[src/design/fb_pkg.sv]
// Frame geometry, command field positions, pixel and stream typedefs, opcode and state enums
package fb_pkg;

    // Frame geometry, 16 x 8 pixels stored row by row
    localparam int FB_WIDTH        = 16;
    localparam int FB_HEIGHT       = 8;
    localparam int FB_WORDS        = FB_WIDTH * FB_HEIGHT;
    localparam int PIXELS_PER_BEAT = 2;
    localparam int BEATS_PER_FRAME = FB_WORDS / PIXELS_PER_BEAT;
    localparam int SUB_PIXEL_WIDTH = 6;

    // Command word fields
    // Opcode sits in the top nibble, coordinates below it
    localparam int CMD_OP_LSB         = 28;
    localparam int CMD_X_LSB          = 24;
    localparam int CMD_Y_LSB          = 21;
    localparam int CMD_SCISSOR_EN_BIT = 0;

    typedef logic [$clog2(FB_WIDTH)-1:0]  screen_x_t;
    typedef logic [$clog2(FB_HEIGHT)-1:0] screen_y_t;

    // Row in the upper bits, column in the lower bits
    typedef logic [$clog2(FB_WORDS)-1:0]  fb_addr_t;

    typedef logic [SUB_PIXEL_WIDTH-1:0]   sub_pixel_t;

    // Red on top, then green, then blue
    typedef logic [3*SUB_PIXEL_WIDTH-1:0] pixel_t;

    // One write enable per channel, red in the MSB
    typedef logic [2:0]                   channel_mask_t;

    typedef logic [15:0]                  rgb565_t;
    typedef logic [31:0]                  cmd_word_t;
    typedef logic [31:0]                  stream_word_t;

    // Opcode zero and 8..15 are consumed without effect
    typedef enum logic [3:0]
    {
        OP_CLEAR_COLOR   = 4'h1,  // colour in bits 17..0
        OP_SCISSOR_START = 4'h2,  // x, y and enable bit
        OP_SCISSOR_END   = 4'h3,  // inclusive x, y
        OP_MASK          = 4'h4,  // mask in bits 2..0
        OP_PIXEL         = 4'h5,  // x, y and colour
        OP_MEMSET        = 4'h6,
        OP_COMMIT        = 4'h7
    } cmd_op_t;

    // Requests from the decoder to the colour buffer
    typedef enum logic [1:0]
    {
        REQ_WRITE,
        REQ_MEMSET,
        REQ_COMMIT
    } buf_req_t;

    // Colour buffer sequencer
    typedef enum logic [1:0]
    {
        ST_IDLE,
        ST_MEMSET,
        ST_COMMIT
    } buf_state_t;

endpackage

[src/design/cmd_decoder.sv]
`timescale 1ns/1ps
// Command decoder with configuration registers and a one-entry buffer request register
module cmd_decoder
(
    input  logic                  aclk,
    input  logic                  arst_n,

    // Command stream
    input  logic                  s_cmd_tvalid,
    output logic                  s_cmd_tready,
    input  fb_pkg::cmd_word_t     s_cmd_tdata,

    // Buffer request
    output logic                  req_valid,
    input  logic                  req_ready,
    output fb_pkg::buf_req_t      req_kind,
    output fb_pkg::screen_x_t     req_x,
    output fb_pkg::screen_y_t     req_y,
    output fb_pkg::pixel_t        req_color,

    // Configuration
    output logic                  scissor_enable,
    output fb_pkg::screen_x_t     scissor_start_x,
    output fb_pkg::screen_y_t     scissor_start_y,
    output fb_pkg::screen_x_t     scissor_end_x,
    output fb_pkg::screen_y_t     scissor_end_y,
    output fb_pkg::channel_mask_t write_mask
);
    import fb_pkg::*;

    cmd_op_t   cmd_op;
    screen_x_t cmd_x;
    screen_y_t cmd_y;
    pixel_t    cmd_color;
    pixel_t    clear_color;
    logic      accept;

    assign cmd_op    = cmd_op_t'(s_cmd_tdata[CMD_OP_LSB +: 4]);
    assign cmd_x     = s_cmd_tdata[CMD_X_LSB +: $bits(screen_x_t)];
    assign cmd_y     = s_cmd_tdata[CMD_Y_LSB +: $bits(screen_y_t)];
    assign cmd_color = s_cmd_tdata[$bits(pixel_t)-1:0];

    // Stall only while a request waits and the buffer cannot take it
    assign s_cmd_tready = !req_valid || req_ready;
    assign accept       = s_cmd_tvalid && s_cmd_tready;

    // Configuration registers
    always_ff @(posedge aclk or negedge arst_n)
    begin
        if (!arst_n)
        begin
            clear_color     <= '0;
            scissor_enable  <= 1'b0;
            scissor_start_x <= '0;
            scissor_start_y <= '0;
            scissor_end_x   <= screen_x_t'(FB_WIDTH - 1);
            scissor_end_y   <= screen_y_t'(FB_HEIGHT - 1);
            write_mask      <= '1;
        end
        else if (accept)
        begin
            case (cmd_op)
                OP_CLEAR_COLOR:
                    clear_color <= cmd_color;
                OP_SCISSOR_START:
                begin
                    scissor_start_x <= cmd_x;
                    scissor_start_y <= cmd_y;
                    scissor_enable  <= s_cmd_tdata[CMD_SCISSOR_EN_BIT];
                end
                OP_SCISSOR_END:
                begin
                    scissor_end_x <= cmd_x;
                    scissor_end_y <= cmd_y;
                end
                OP_MASK:
                    write_mask <= s_cmd_tdata[$bits(channel_mask_t)-1:0];
                default:
                    ;
            endcase
        end
    end

    // Request register
    always_ff @(posedge aclk or negedge arst_n)
    begin
        if (!arst_n)
        begin
            req_valid <= 1'b0;
            req_kind  <= REQ_WRITE;
        end
        else if (accept && (cmd_op == OP_PIXEL || cmd_op == OP_MEMSET || cmd_op == OP_COMMIT))
        begin
            req_valid <= 1'b1;
            case (cmd_op)
                OP_PIXEL:  req_kind <= REQ_WRITE;
                OP_MEMSET: req_kind <= REQ_MEMSET;
                default:   req_kind <= REQ_COMMIT;
            endcase
        end
        else if (req_ready)
        begin
            req_valid <= 1'b0;
        end
    end

    // Request payload
    always_ff @(posedge aclk)
    begin
        if (accept)
        begin
            req_x     <= cmd_x;
            req_y     <= cmd_y;
            // Memset carries the clear colour
            req_color <= (cmd_op == OP_PIXEL) ? cmd_color : clear_color;
        end
    end

endmodule

[src/design/color_buffer.sv]
`timescale 1ns/1ps
// Colour buffer with channel-masked pixel memory, scissor test, memset and commit sequencers
module color_buffer
(
    input  logic                                          aclk,
    input  logic                                          arst_n,

    // Buffer request
    input  logic                                          req_valid,
    output logic                                          req_ready,
    input  fb_pkg::buf_req_t                              req_kind,
    input  fb_pkg::screen_x_t                             req_x,
    input  fb_pkg::screen_y_t                             req_y,
    input  fb_pkg::pixel_t                                req_color,

    // Configuration
    input  logic                                          scissor_enable,
    input  fb_pkg::screen_x_t                             scissor_start_x,
    input  fb_pkg::screen_y_t                             scissor_start_y,
    input  fb_pkg::screen_x_t                             scissor_end_x,
    input  fb_pkg::screen_y_t                             scissor_end_y,
    input  fb_pkg::channel_mask_t                         write_mask,

    // Pixel pairs to the stream converter
    output logic                                          pair_valid,
    input  logic                                          pair_ready,
    output fb_pkg::pixel_t [fb_pkg::PIXELS_PER_BEAT-1:0]  pair_data,
    output logic                                          pair_last
);
    import fb_pkg::*;

    buf_state_t state;
    fb_addr_t   seq_addr;
    fb_addr_t   wr_addr;
    screen_x_t  wr_x;
    screen_y_t  wr_y;
    logic       wr_en;
    logic       in_scissor;
    logic       rd_en;
    logic       last_read;
    sub_pixel_t rd_even [$bits(channel_mask_t)];
    sub_pixel_t rd_odd  [$bits(channel_mask_t)];

    // Read when the output register is empty or drains this cycle
    assign rd_en     = (state == ST_COMMIT) && (!pair_valid || pair_ready);
    assign last_read = (seq_addr == fb_addr_t'(FB_WORDS - PIXELS_PER_BEAT));

    // Memset and commit hold their request until the sequence ends
    always_comb
    begin
        case (state)
            ST_IDLE:   req_ready = (req_kind == REQ_WRITE);
            ST_MEMSET: req_ready = (seq_addr == fb_addr_t'(FB_WORDS - 1));
            default:   req_ready = rd_en && last_read;
        endcase
    end

    // Write port shared by pixel writes and the memset walk
    assign wr_addr      = (state == ST_MEMSET) ? seq_addr : {req_y, req_x};
    assign {wr_y, wr_x} = wr_addr;

    assign in_scissor = !scissor_enable
                     || ((wr_x >= scissor_start_x) && (wr_x <= scissor_end_x)
                      && (wr_y >= scissor_start_y) && (wr_y <= scissor_end_y));

    assign wr_en = in_scissor
                && ((state == ST_MEMSET)
                 || ((state == ST_IDLE) && req_valid && (req_kind == REQ_WRITE)));

    // Sequencer and output register control
    always_ff @(posedge aclk or negedge arst_n)
    begin
        if (!arst_n)
        begin
            state      <= ST_IDLE;
            seq_addr   <= '0;
            pair_valid <= 1'b0;
            pair_last  <= 1'b0;
        end
        else
        begin
            case (state)
                ST_IDLE:
                begin
                    seq_addr <= '0;
                    if (req_valid && (req_kind == REQ_MEMSET))
                        state <= ST_MEMSET;
                    else if (req_valid && (req_kind == REQ_COMMIT))
                        state <= ST_COMMIT;
                end
                ST_MEMSET:
                begin
                    seq_addr <= seq_addr + 1'b1;
                    if (req_ready)
                        state <= ST_IDLE;
                end
                ST_COMMIT:
                begin
                    if (rd_en)
                    begin
                        seq_addr <= seq_addr + fb_addr_t'(PIXELS_PER_BEAT);
                        if (last_read)
                            state <= ST_IDLE;
                    end
                end
                default:
                    state <= ST_IDLE;
            endcase

            if (rd_en)
            begin
                pair_valid <= 1'b1;
                pair_last  <= last_read;
            end
            else if (pair_ready)
            begin
                pair_valid <= 1'b0;
            end
        end
    end

    // One array per channel so the mask gates each write enable
    for (genvar c = 0; c < $bits(channel_mask_t); c++)
    begin : g_channel
        sub_pixel_t mem [FB_WORDS];

        always_ff @(posedge aclk)
        begin
            if (wr_en && write_mask[c])
                mem[wr_addr] <= req_color[c*SUB_PIXEL_WIDTH +: SUB_PIXEL_WIDTH];
            if (rd_en)
            begin
                rd_even[c] <= mem[seq_addr];
                rd_odd[c]  <= mem[seq_addr | fb_addr_t'(1)];
            end
        end
    end

    // Even column in the low half
    assign pair_data = {rd_odd[2], rd_odd[1], rd_odd[0], rd_even[2], rd_even[1], rd_even[0]};

endmodule

[src/design/fb_stream_out.sv]
`timescale 1ns/1ps
// RGB565 conversion of pixel pairs and two-entry output queue for the framebuffer stream
module fb_stream_out
(
    input  logic                                          aclk,
    input  logic                                          arst_n,

    // Pixel pairs from the colour buffer
    input  logic                                          pair_valid,
    output logic                                          pair_ready,
    input  fb_pkg::pixel_t [fb_pkg::PIXELS_PER_BEAT-1:0]  pair_data,
    input  logic                                          pair_last,

    // Framebuffer stream
    output logic                                          m_fb_tvalid,
    input  logic                                          m_fb_tready,
    output fb_pkg::stream_word_t                          m_fb_tdata,
    output logic                                          m_fb_tlast
);
    import fb_pkg::*;

    stream_word_t q_data [2];
    logic         q_last [2];
    logic [1:0]   wr_ptr;
    logic [1:0]   rd_ptr;
    logic         full;
    logic         empty;
    stream_word_t beat;

    // Keep the upper bits of red and blue, all of green
    function automatic rgb565_t to_rgb565(input pixel_t p);
        sub_pixel_t r;
        sub_pixel_t g;
        sub_pixel_t b;
        {r, g, b} = p;
        return {r[SUB_PIXEL_WIDTH-1 -: 5], g, b[SUB_PIXEL_WIDTH-1 -: 5]};
    endfunction

    always_comb
    begin
        for (int i = 0; i < PIXELS_PER_BEAT; i++)
            beat[i*$bits(rgb565_t) +: $bits(rgb565_t)] = to_rgb565(pair_data[i]);
    end

    // Pointer MSB tells full from empty
    assign empty = (wr_ptr == rd_ptr);
    assign full  = (wr_ptr[0] == rd_ptr[0]) && (wr_ptr[1] != rd_ptr[1]);

    assign pair_ready  = !full;
    assign m_fb_tvalid = !empty;
    assign m_fb_tdata  = q_data[rd_ptr[0]];
    assign m_fb_tlast  = q_last[rd_ptr[0]];

    always_ff @(posedge aclk or negedge arst_n)
    begin
        if (!arst_n)
        begin
            wr_ptr <= '0;
            rd_ptr <= '0;
        end
        else
        begin
            if (pair_valid && pair_ready)
                wr_ptr <= wr_ptr + 1'b1;
            if (m_fb_tvalid && m_fb_tready)
                rd_ptr <= rd_ptr + 1'b1;
        end
    end

    always_ff @(posedge aclk)
    begin
        if (pair_valid && pair_ready)
        begin
            q_data[wr_ptr[0]] <= beat;
            q_last[wr_ptr[0]] <= pair_last;
        end
    end

endmodule

[src/design/raster_fb_top.sv]
`timescale 1ns/1ps
// Top level joining the command decoder, colour buffer and stream output
module raster_fb_top
(
    input  logic                 aclk,
    input  logic                 arst_n,

    // Command stream
    input  logic                 s_cmd_tvalid,
    output logic                 s_cmd_tready,
    input  fb_pkg::cmd_word_t    s_cmd_tdata,

    // Framebuffer stream, two RGB565 pixels per beat
    output logic                 m_fb_tvalid,
    input  logic                 m_fb_tready,
    output fb_pkg::stream_word_t m_fb_tdata,
    output logic                 m_fb_tlast
);
    import fb_pkg::*;

    logic                            req_valid;
    logic                            req_ready;
    buf_req_t                        req_kind;
    screen_x_t                       req_x;
    screen_y_t                       req_y;
    pixel_t                          req_color;
    logic                            scissor_enable;
    screen_x_t                       scissor_start_x;
    screen_y_t                       scissor_start_y;
    screen_x_t                       scissor_end_x;
    screen_y_t                       scissor_end_y;
    channel_mask_t                   write_mask;
    logic                            pair_valid;
    logic                            pair_ready;
    pixel_t [PIXELS_PER_BEAT-1:0]    pair_data;
    logic                            pair_last;

    cmd_decoder cmd_decoder_i
    (
        .aclk            (aclk),
        .arst_n          (arst_n),
        .s_cmd_tvalid    (s_cmd_tvalid),
        .s_cmd_tready    (s_cmd_tready),
        .s_cmd_tdata     (s_cmd_tdata),
        .req_valid       (req_valid),
        .req_ready       (req_ready),
        .req_kind        (req_kind),
        .req_x           (req_x),
        .req_y           (req_y),
        .req_color       (req_color),
        .scissor_enable  (scissor_enable),
        .scissor_start_x (scissor_start_x),
        .scissor_start_y (scissor_start_y),
        .scissor_end_x   (scissor_end_x),
        .scissor_end_y   (scissor_end_y),
        .write_mask      (write_mask)
    );

    color_buffer color_buffer_i
    (
        .aclk            (aclk),
        .arst_n          (arst_n),
        .req_valid       (req_valid),
        .req_ready       (req_ready),
        .req_kind        (req_kind),
        .req_x           (req_x),
        .req_y           (req_y),
        .req_color       (req_color),
        .scissor_enable  (scissor_enable),
        .scissor_start_x (scissor_start_x),
        .scissor_start_y (scissor_start_y),
        .scissor_end_x   (scissor_end_x),
        .scissor_end_y   (scissor_end_y),
        .write_mask      (write_mask),
        .pair_valid      (pair_valid),
        .pair_ready      (pair_ready),
        .pair_data       (pair_data),
        .pair_last       (pair_last)
    );

    fb_stream_out fb_stream_out_i
    (
        .aclk            (aclk),
        .arst_n          (arst_n),
        .pair_valid      (pair_valid),
        .pair_ready      (pair_ready),
        .pair_data       (pair_data),
        .pair_last       (pair_last),
        .m_fb_tvalid     (m_fb_tvalid),
        .m_fb_tready     (m_fb_tready),
        .m_fb_tdata      (m_fb_tdata),
        .m_fb_tlast      (m_fb_tlast)
    );

endmodule

[config.mk]
export PLATFORM = sky130hd
export DESIGN_NAME = raster_fb_top
export DESIGN_NICKNAME = d
export VERILOG_FILES = /design/src/design/fb_pkg.sv /design/src/design/cmd_decoder.sv /design/src/design/color_buffer.sv /design/src/design/fb_stream_out.sv /design/src/design/raster_fb_top.sv
export SDC_FILE = /design/constraint.sdc
export NUM_CORES = 2
export LEC_CHECK = 0
export ABC_AREA = 1
export BUFFER_PORTS_ARGS = -buffer_cell sky130_fd_sc_hd__buf_4
export CAP_MARGIN = 40
export CORE_MARGIN = 3
export CORE_UTILIZATION = 59
export CTS_CLUSTER_DIAMETER = 100
export DETAILED_ROUTE_END_ITERATION = 7
export PLACE_DENSITY = 0.81
export SLEW_MARGIN = 40
export SYNTH_ARGS = -nofsm -noshare
export SYNTH_HDL_FRONTEND = slang
export SYNTH_SLANG_ARGS = --single-unit
[constraint.sdc]
create_clock -name aclk -period 10.28 [get_ports aclk]
set_clock_uncertainty 0.05 [all_clocks]
set_input_delay 1.542 -clock aclk [delete_from_list [all_inputs] [get_ports aclk]]
set_output_delay 1.542 -clock aclk [all_outputs]
set_load 0.05 [all_outputs]
* Yosys cells after proc, flatten, opt, wreduce, memory -nomap -nowiden
Memory sizes are Yosys's and may differ from the RTL's. Cells that the tools add are included. W data, S select, Z words.
Storage, ports and cells: register bits 79, memory bits (writable) 2406, input bits 36, output and inout port bits 35, logic and storage cells 119, memories kept 7
Operators by class: add/subtract/negate cells 4, $lt $le $gt $ge 4, equal/unequal tests 21, mux-type cells 26, reductions and logical operators 39
Memories:
- color_buffer_i.g_channel[0].mem | words 128, width 6, rd ports 2, clocked after Yosys merged registers in 0, wr ports 1, RTL line color_buffer.sv:125 | sub_pixel_t mem [FB_WORDS];
- color_buffer_i.g_channel[1].mem | words 128, width 6, rd ports 2, clocked after Yosys merged registers in 0, wr ports 1, RTL line color_buffer.sv:125
- color_buffer_i.g_channel[2].mem | words 128, width 6, rd ports 2, clocked after Yosys merged registers in 0, wr ports 1, RTL line color_buffer.sv:125
- fb_stream_out_i.q_data | words 2, width 32, rd ports 1, clocked after Yosys merged registers in 0, wr ports 1, RTL line fb_stream_out.sv:22 | stream_word_t q_data [2];
- color_buffer_i.rd_even | words 3, width 6, rd ports 3, clocked after Yosys merged registers in 0, wr ports 3, RTL line color_buffer.sv:41 | sub_pixel_t rd_even [$bits(channel_mask_t)];
- color_buffer_i.rd_odd | words 3, width 6, rd ports 3, clocked after Yosys merged registers in 0, wr ports 3, RTL line color_buffer.sv:42 | sub_pixel_t rd_odd [$bits(channel_mask_t)];
- 1 more memories
Operators with widths (count):
- $pmux W7 S3 | 1
- $logic_and A1 B1 Y1 | 18
- $mux W18 | 1
- $eq A4 B3 Y1 const B | 4
- $eq A7 B7 Y1 const B | 2
- $mux W1 | 14
- $mux W7 | 2
- $mux W2 | 5
- $reduce_and A2 Y1 | 5
- $eq A4 B2 Y1 const B | 2
- $add A7 B1 Y7 const B | 1
- $add A7 B2 Y7 const B | 1
- $logic_or A1 B1 Y1 | 6
- $pmux W2 S3 | 1
- $logic_not A1 Y1 | 5
- $add A2 B1 Y2 const B | 2
- $eq A2 B1 Y1 const B | 2
- $eq A2 B2 Y1 const B | 2
- $eq A4 B1 Y1 const B | 1
- $ge A4 B4 Y1 | 1
- $le A4 B4 Y1 | 1
- $logic_not A2 Y1 | 2
- $ne A2 B1 Y1 const B | 2
- $ne A2 B2 Y1 const B | 2
- 11 further kinds | 11

* Longest topological paths before layout
depth in word-level cells 11, depth in mapped cells 16, gate-level depth less buffers 14

* Modules after synthesis
A second synthesis with hierarchy kept.
Unflattened totals: cells, all modules 10223, area, all modules 106624.8 um^2
By module, submodules not included:
- color_buffer | instances 1, cells each 9745, area an instance 101300.9 um^2, sequential area each 70542.7 um^2
- fb_stream_out | instances 1, cells each 209, area an instance 2663.8 um^2, sequential area each 2082.0 um^2
- cmd_decoder | instances 1, cells each 269, area an instance 2660.1 um^2, sequential area each 1739.2 um^2

* Worst setup path before layout
OpenSTA, ideal clock, no wires.
kind input port to flip-flop, start in s_cmd_tvalid, end reg cmd_decoder_i.req_color[10], enable pin, library setup time 0.439 ns, arrival 3.832 ns, required time 9.791 ns, setup slack 5.960 ns, stages on the path 3, path buffers 2, path through buf_1 > buf_1 > a21boi_0
On the way: cells in the longest elaborated chain, start to end 1
RTL lines:
- from (decl) | RTL line raster_fb_top.sv:9 | input logic s_cmd_tvalid,
- $logic_and A1 B1 Y1 | RTL line cmd_decoder.sv:45 | assign accept = s_cmd_tvalid && s_cmd_tready;
- named net cmd_decoder_i.accept | RTL line cmd_decoder.sv:36 | logic accept;
- to (signal assigned) | RTL line cmd_decoder.sv:115 | req_color <= (cmd_op == OP_PIXEL) ? cmd_color : clear_color;
- to (decl) | RTL line cmd_decoder.sv:19 | output fb_pkg::pixel_t req_color,
The timed path passes the listed nets, and every way through them passes these cells. A chain may end at the register's enable or synchronous reset.

* Worst setup path after layout
start reg color_buffer_i.seq_addr[0], end out s_cmd_tready
On the way: cells in the longest elaborated chain, start to end 4, elaborated cells on any way between the ends 5, those cells by class eq/ne (2); mux (1); reduce/logical (2)
RTL lines:
- from (decl) | RTL line color_buffer.sv:33 | fb_addr_t seq_addr;
- from (signal assigned) | RTL line color_buffer.sv:93 | seq_addr <= seq_addr + 1'b1;
- from (signal assigned) | RTL line color_buffer.sv:101 | seq_addr <= seq_addr + fb_addr_t'(PIXELS_PER_BEAT);
- $eq A7 B7 Y1 | RTL line color_buffer.sv:46 | assign last_read = (seq_addr == fb_addr_t'(FB_WORDS - PIXELS_PER_BEAT));
- $logic_and A1 B1 Y1 | RTL line color_buffer.sv:54 | default: req_ready = rd_en && last_read;
- $pmux W1 S2 (*) | RTL line color_buffer.sv:51 | case (state)
- $logic_or A1 B1 Y1 (*) | RTL line cmd_decoder.sv:44 | assign s_cmd_tready = !req_valid || req_ready;
- to (decl) | RTL line raster_fb_top.sv:10 | output logic s_cmd_tready,
Every way passes the cells marked *; elsewhere a longest branch is shown, timed or not.

==> flow_summary.ini <==
[cells_and_area]
syn_to_final_growth_pct = 8.91
layout.nets = 9706
n_fill_cell = 12000
final_common_cell = nand2_1
final_layout_size_suffix_gt1_share_pct = 6.31
post_layout_nonfiller_instances = 12000
mostFrequentLayoutCells = 3328 x nand2_1, 2169 x edfxtp_1, 1249 x nor2_1

[floorplanning]
initial_utilization_pct = 59.5
die_width_um = 415
core-area_mm2 = 0.166
ios = 71
dieArea_mm2 = 0.172
row_count = 149
die_y_um = 415

[global_route]
grt_usage_pct = 33.0
grt_pass1_vias = 69400
grt-ovfl-total = 0
grt_max_degree = 195
antenna_found_initial = 11
grt_pass1_wl_mm = 425

[clock_tree]
cts.sinks = 2221
numCtsBuffers = 212
path_clk_slew_ps = 60
post_cts_buffers = 0
ctsHoldBuffers = 0
cts.repair.resized = 0
htreeDepth = 4
cts_tree = done
clk_latency_ps = 840
cts_root_buffer = clkbuf_16
max-clock-path-buffers = 3

[placed_design]
detailed_place_hpwl_mm = 178
place_congestion = 1.03
dp_cells = 11600
io_buffers = 66
place_ws_ps = 4910

[timing]
hold_viol = 0
max_freq_mhz = 164
drv_slew = 0
tns_ps = 0
finalSetupViolations = 0
relSlewSlack_pct = 40.5
rsz0062_at_grt = no
worst_pin_slew_ps = 887
finalCritPeriodShare_pct = 59.3
setup_slack_ps = 4180
min_period_ps = 6100

[pwr]
leakagePower_nw = 41.7
powerDensity_mw_per_mm2 = 220
irDropWorstVdd_v = 0.000246

[status]
violations = DRC
status = finished with violations

[logic_synthesis]
ys_seq_elements = 2221
yosys_warnings = 0
syn_area_per_cell_um2 = 10.0
async_flop_share_pct = 2.34
synth_fa_ha_area_share_pct = 0.267
synthMuxAreaShare_pct = 0.183
syn_area_mm2 = 0.0986
synth_simple_gate_area_share_pct = 22.4
synth_cells = 9823
synth_edf_count = 2169
synth_compound_area_share_pct = 4.30
ys_seq_area_share_pct = 67.4
ys.flop_type = edfxtp_1
synth_cell_types = 44
synth_top_family_by_area = simple AND/OR/NAND/NOR gates
synth-xor-area-share_pct = 0.0533
syn_nets = 9880

[critical_path]
startpoint_type = register
crit_type = register to output pin
crit_required_ps = 8690
crit_path_end_kind = output pin
arrival_ps = 4510
worstPathMaxFanout = 150

[job]
maxCapViolations = 0

[detailed_routing]
avgViaCountPerCell = 6.06
drt-pass1-iter-count = 8
wl_per_cell_um = 24.0
num_vias = 72900
wl_mm = 289
drcViolationCount = 98
ant_nets = 0
detail_route.iter0.violations = 12600

[hold_path]
min-delay-path-class = register to register
[sequential cells by signal, indices dropped and copies added (netlist names)]
register and cells:
color_buffer_i.pair_last 1, cmd_decoder_i.req_kind 2, cmd_decoder_i.scissor_enable 1, color_buffer_i.rd_odd 16
cmd_decoder_i.req_valid 1, cmd_decoder_i.req_color 16, cmd_decoder_i.scissor_end_y 3, color_buffer_i.rd_even 16
cmd_decoder_i.req_y 3, fb_stream_out_i.rd_ptr 2, cmd_decoder_i.clear_color 16, cmd_decoder_i.scissor_start_y 3
color_buffer_i.g_channel.mem 2048, fb_stream_out_i.q_last 2, color_buffer_i.seq_addr 7, fb_stream_out_i.wr_ptr 2
cmd_decoder_i.scissor_start_x 4, color_buffer_i.state 2, cmd_decoder_i.write_mask 3, color_buffer_i.pair_valid 1
cmd_decoder_i.req_x 4, cmd_decoder_i.scissor_end_x 4, fb_stream_out_i.q_data 64
[cell families after synthesis]
family                   count (synthesis)
adder cells (fa/ha/maj)                 21
multiplexers                            16
XOR/XNOR                                 6
AND/OR/NAND/NOR                       5510
buffers and inverters                 1259
flip-flops                            2221
AO/OA/AOI/OAI                          790
[cells in the mapped netlist (all sizes together), types with 2 or more instances]
library cell  instances  area, um^2
a21oi               238        1190
and2                  9        56.3
buf                 407        2150
clkbuf              158         593
clkinv                4        15.0
dfrtp                42        1050
dfstp                10         263
edfxtp             2169       65100
ha                   21         263
inv                 690        2590
mux2                 16         180
nand2              3331       12500
nand3               796        4000
nand4                41         257
nor2               1280        4880
nor3                  6        40.0
o2111ai              10        87.6
o211ai               60         450
o21ai               452        2280
o221ai               10        87.6
o22ai                14        87.6
or2                  47         294
xnor2                 2        17.5
xor2                  4        35.0
[worst paths after layout]
check | startpoint | end | slack (ps) | cells past startpoint
setup / recovery | color_buffer_i.seq_addr[0] | s_cmd_tready | 4180 | 8
hold / removal | color_buffer_i.rd_odd[0][17] | fb_stream_out_i.q_data[0][31] | 390 | 0
setup reg to reg | color_buffer_i.seq_addr[1] | color_buffer_i.g_channel[1].mem[124][5] | 4930 | 13
hold reg to reg | color_buffer_i.rd_odd[0][17] | fb_stream_out_i.q_data[0][31] | 390 | 0
max in group asynchronous | arst_n | color_buffer_i.seq_addr[0] | 8920 | 1
min in group asynchronous | arst_n | fb_stream_out_i.rd_ptr[0] | 680 | 1
[cell type report]
cell class,count,area [um^2],area share [%]
Clock inverter,127,1240,1.16
Multi-Input combinational cell,6343,26900,25.0
Timing Repair Buffer,177,1710,1.59
Sequential cell,2221,66500,61.9
Antenna cell,10,25.0,0.0233
Inverter,694,2640,2.46
Clock buffer,266,5650,5.27
Tap cell,2189,2740,2.55
[through the flow]
step                      hold slack [ps]  instance area (um^2)  util [%]  power, mW
after global placement                375                100000      60.5       15.6
after detailed placement              379                100000      60.6       15.8
after floorplan                       371                 98600         -       14.2
after CTS                             391                107000      64.7       23.4
final                                 394                107000      64.8       23.6
after global routing                  406                107000      64.8       24.3
[critical path, stage by stage, from the launching register on]
cell	delay, ps
dfrtp_4	710
buf_12	410
inv_8	650
ha_1	260
nand2_1	50
nor3_1	410
nand4_1	290
nand2_4	460
buf_4	290
[where the power goes]
group / switching, mW / leakage, nW / internal, mW / total (mW)
combinational: 3.78 / 18.1 / 1.07 / 4.85
sequential: 0.134 / 20.3 / 10.8 / 10.9
clock: 3.40 / 3.37 / 4.37 / 7.78
total: 7.32 / 41.7 / 16.2 / 23.6
[layer usage]
layer	global-route usage [%]	vias up	wire length (um)
li1	-	32200	-
met1	42.9	34100	99800
met2	48.4	5401	125000
met3	9.66	1092	41600
met4	22.0	12	22400
met5	0	-	112
No activity file was read; power rests on OpenSTA's default activity.
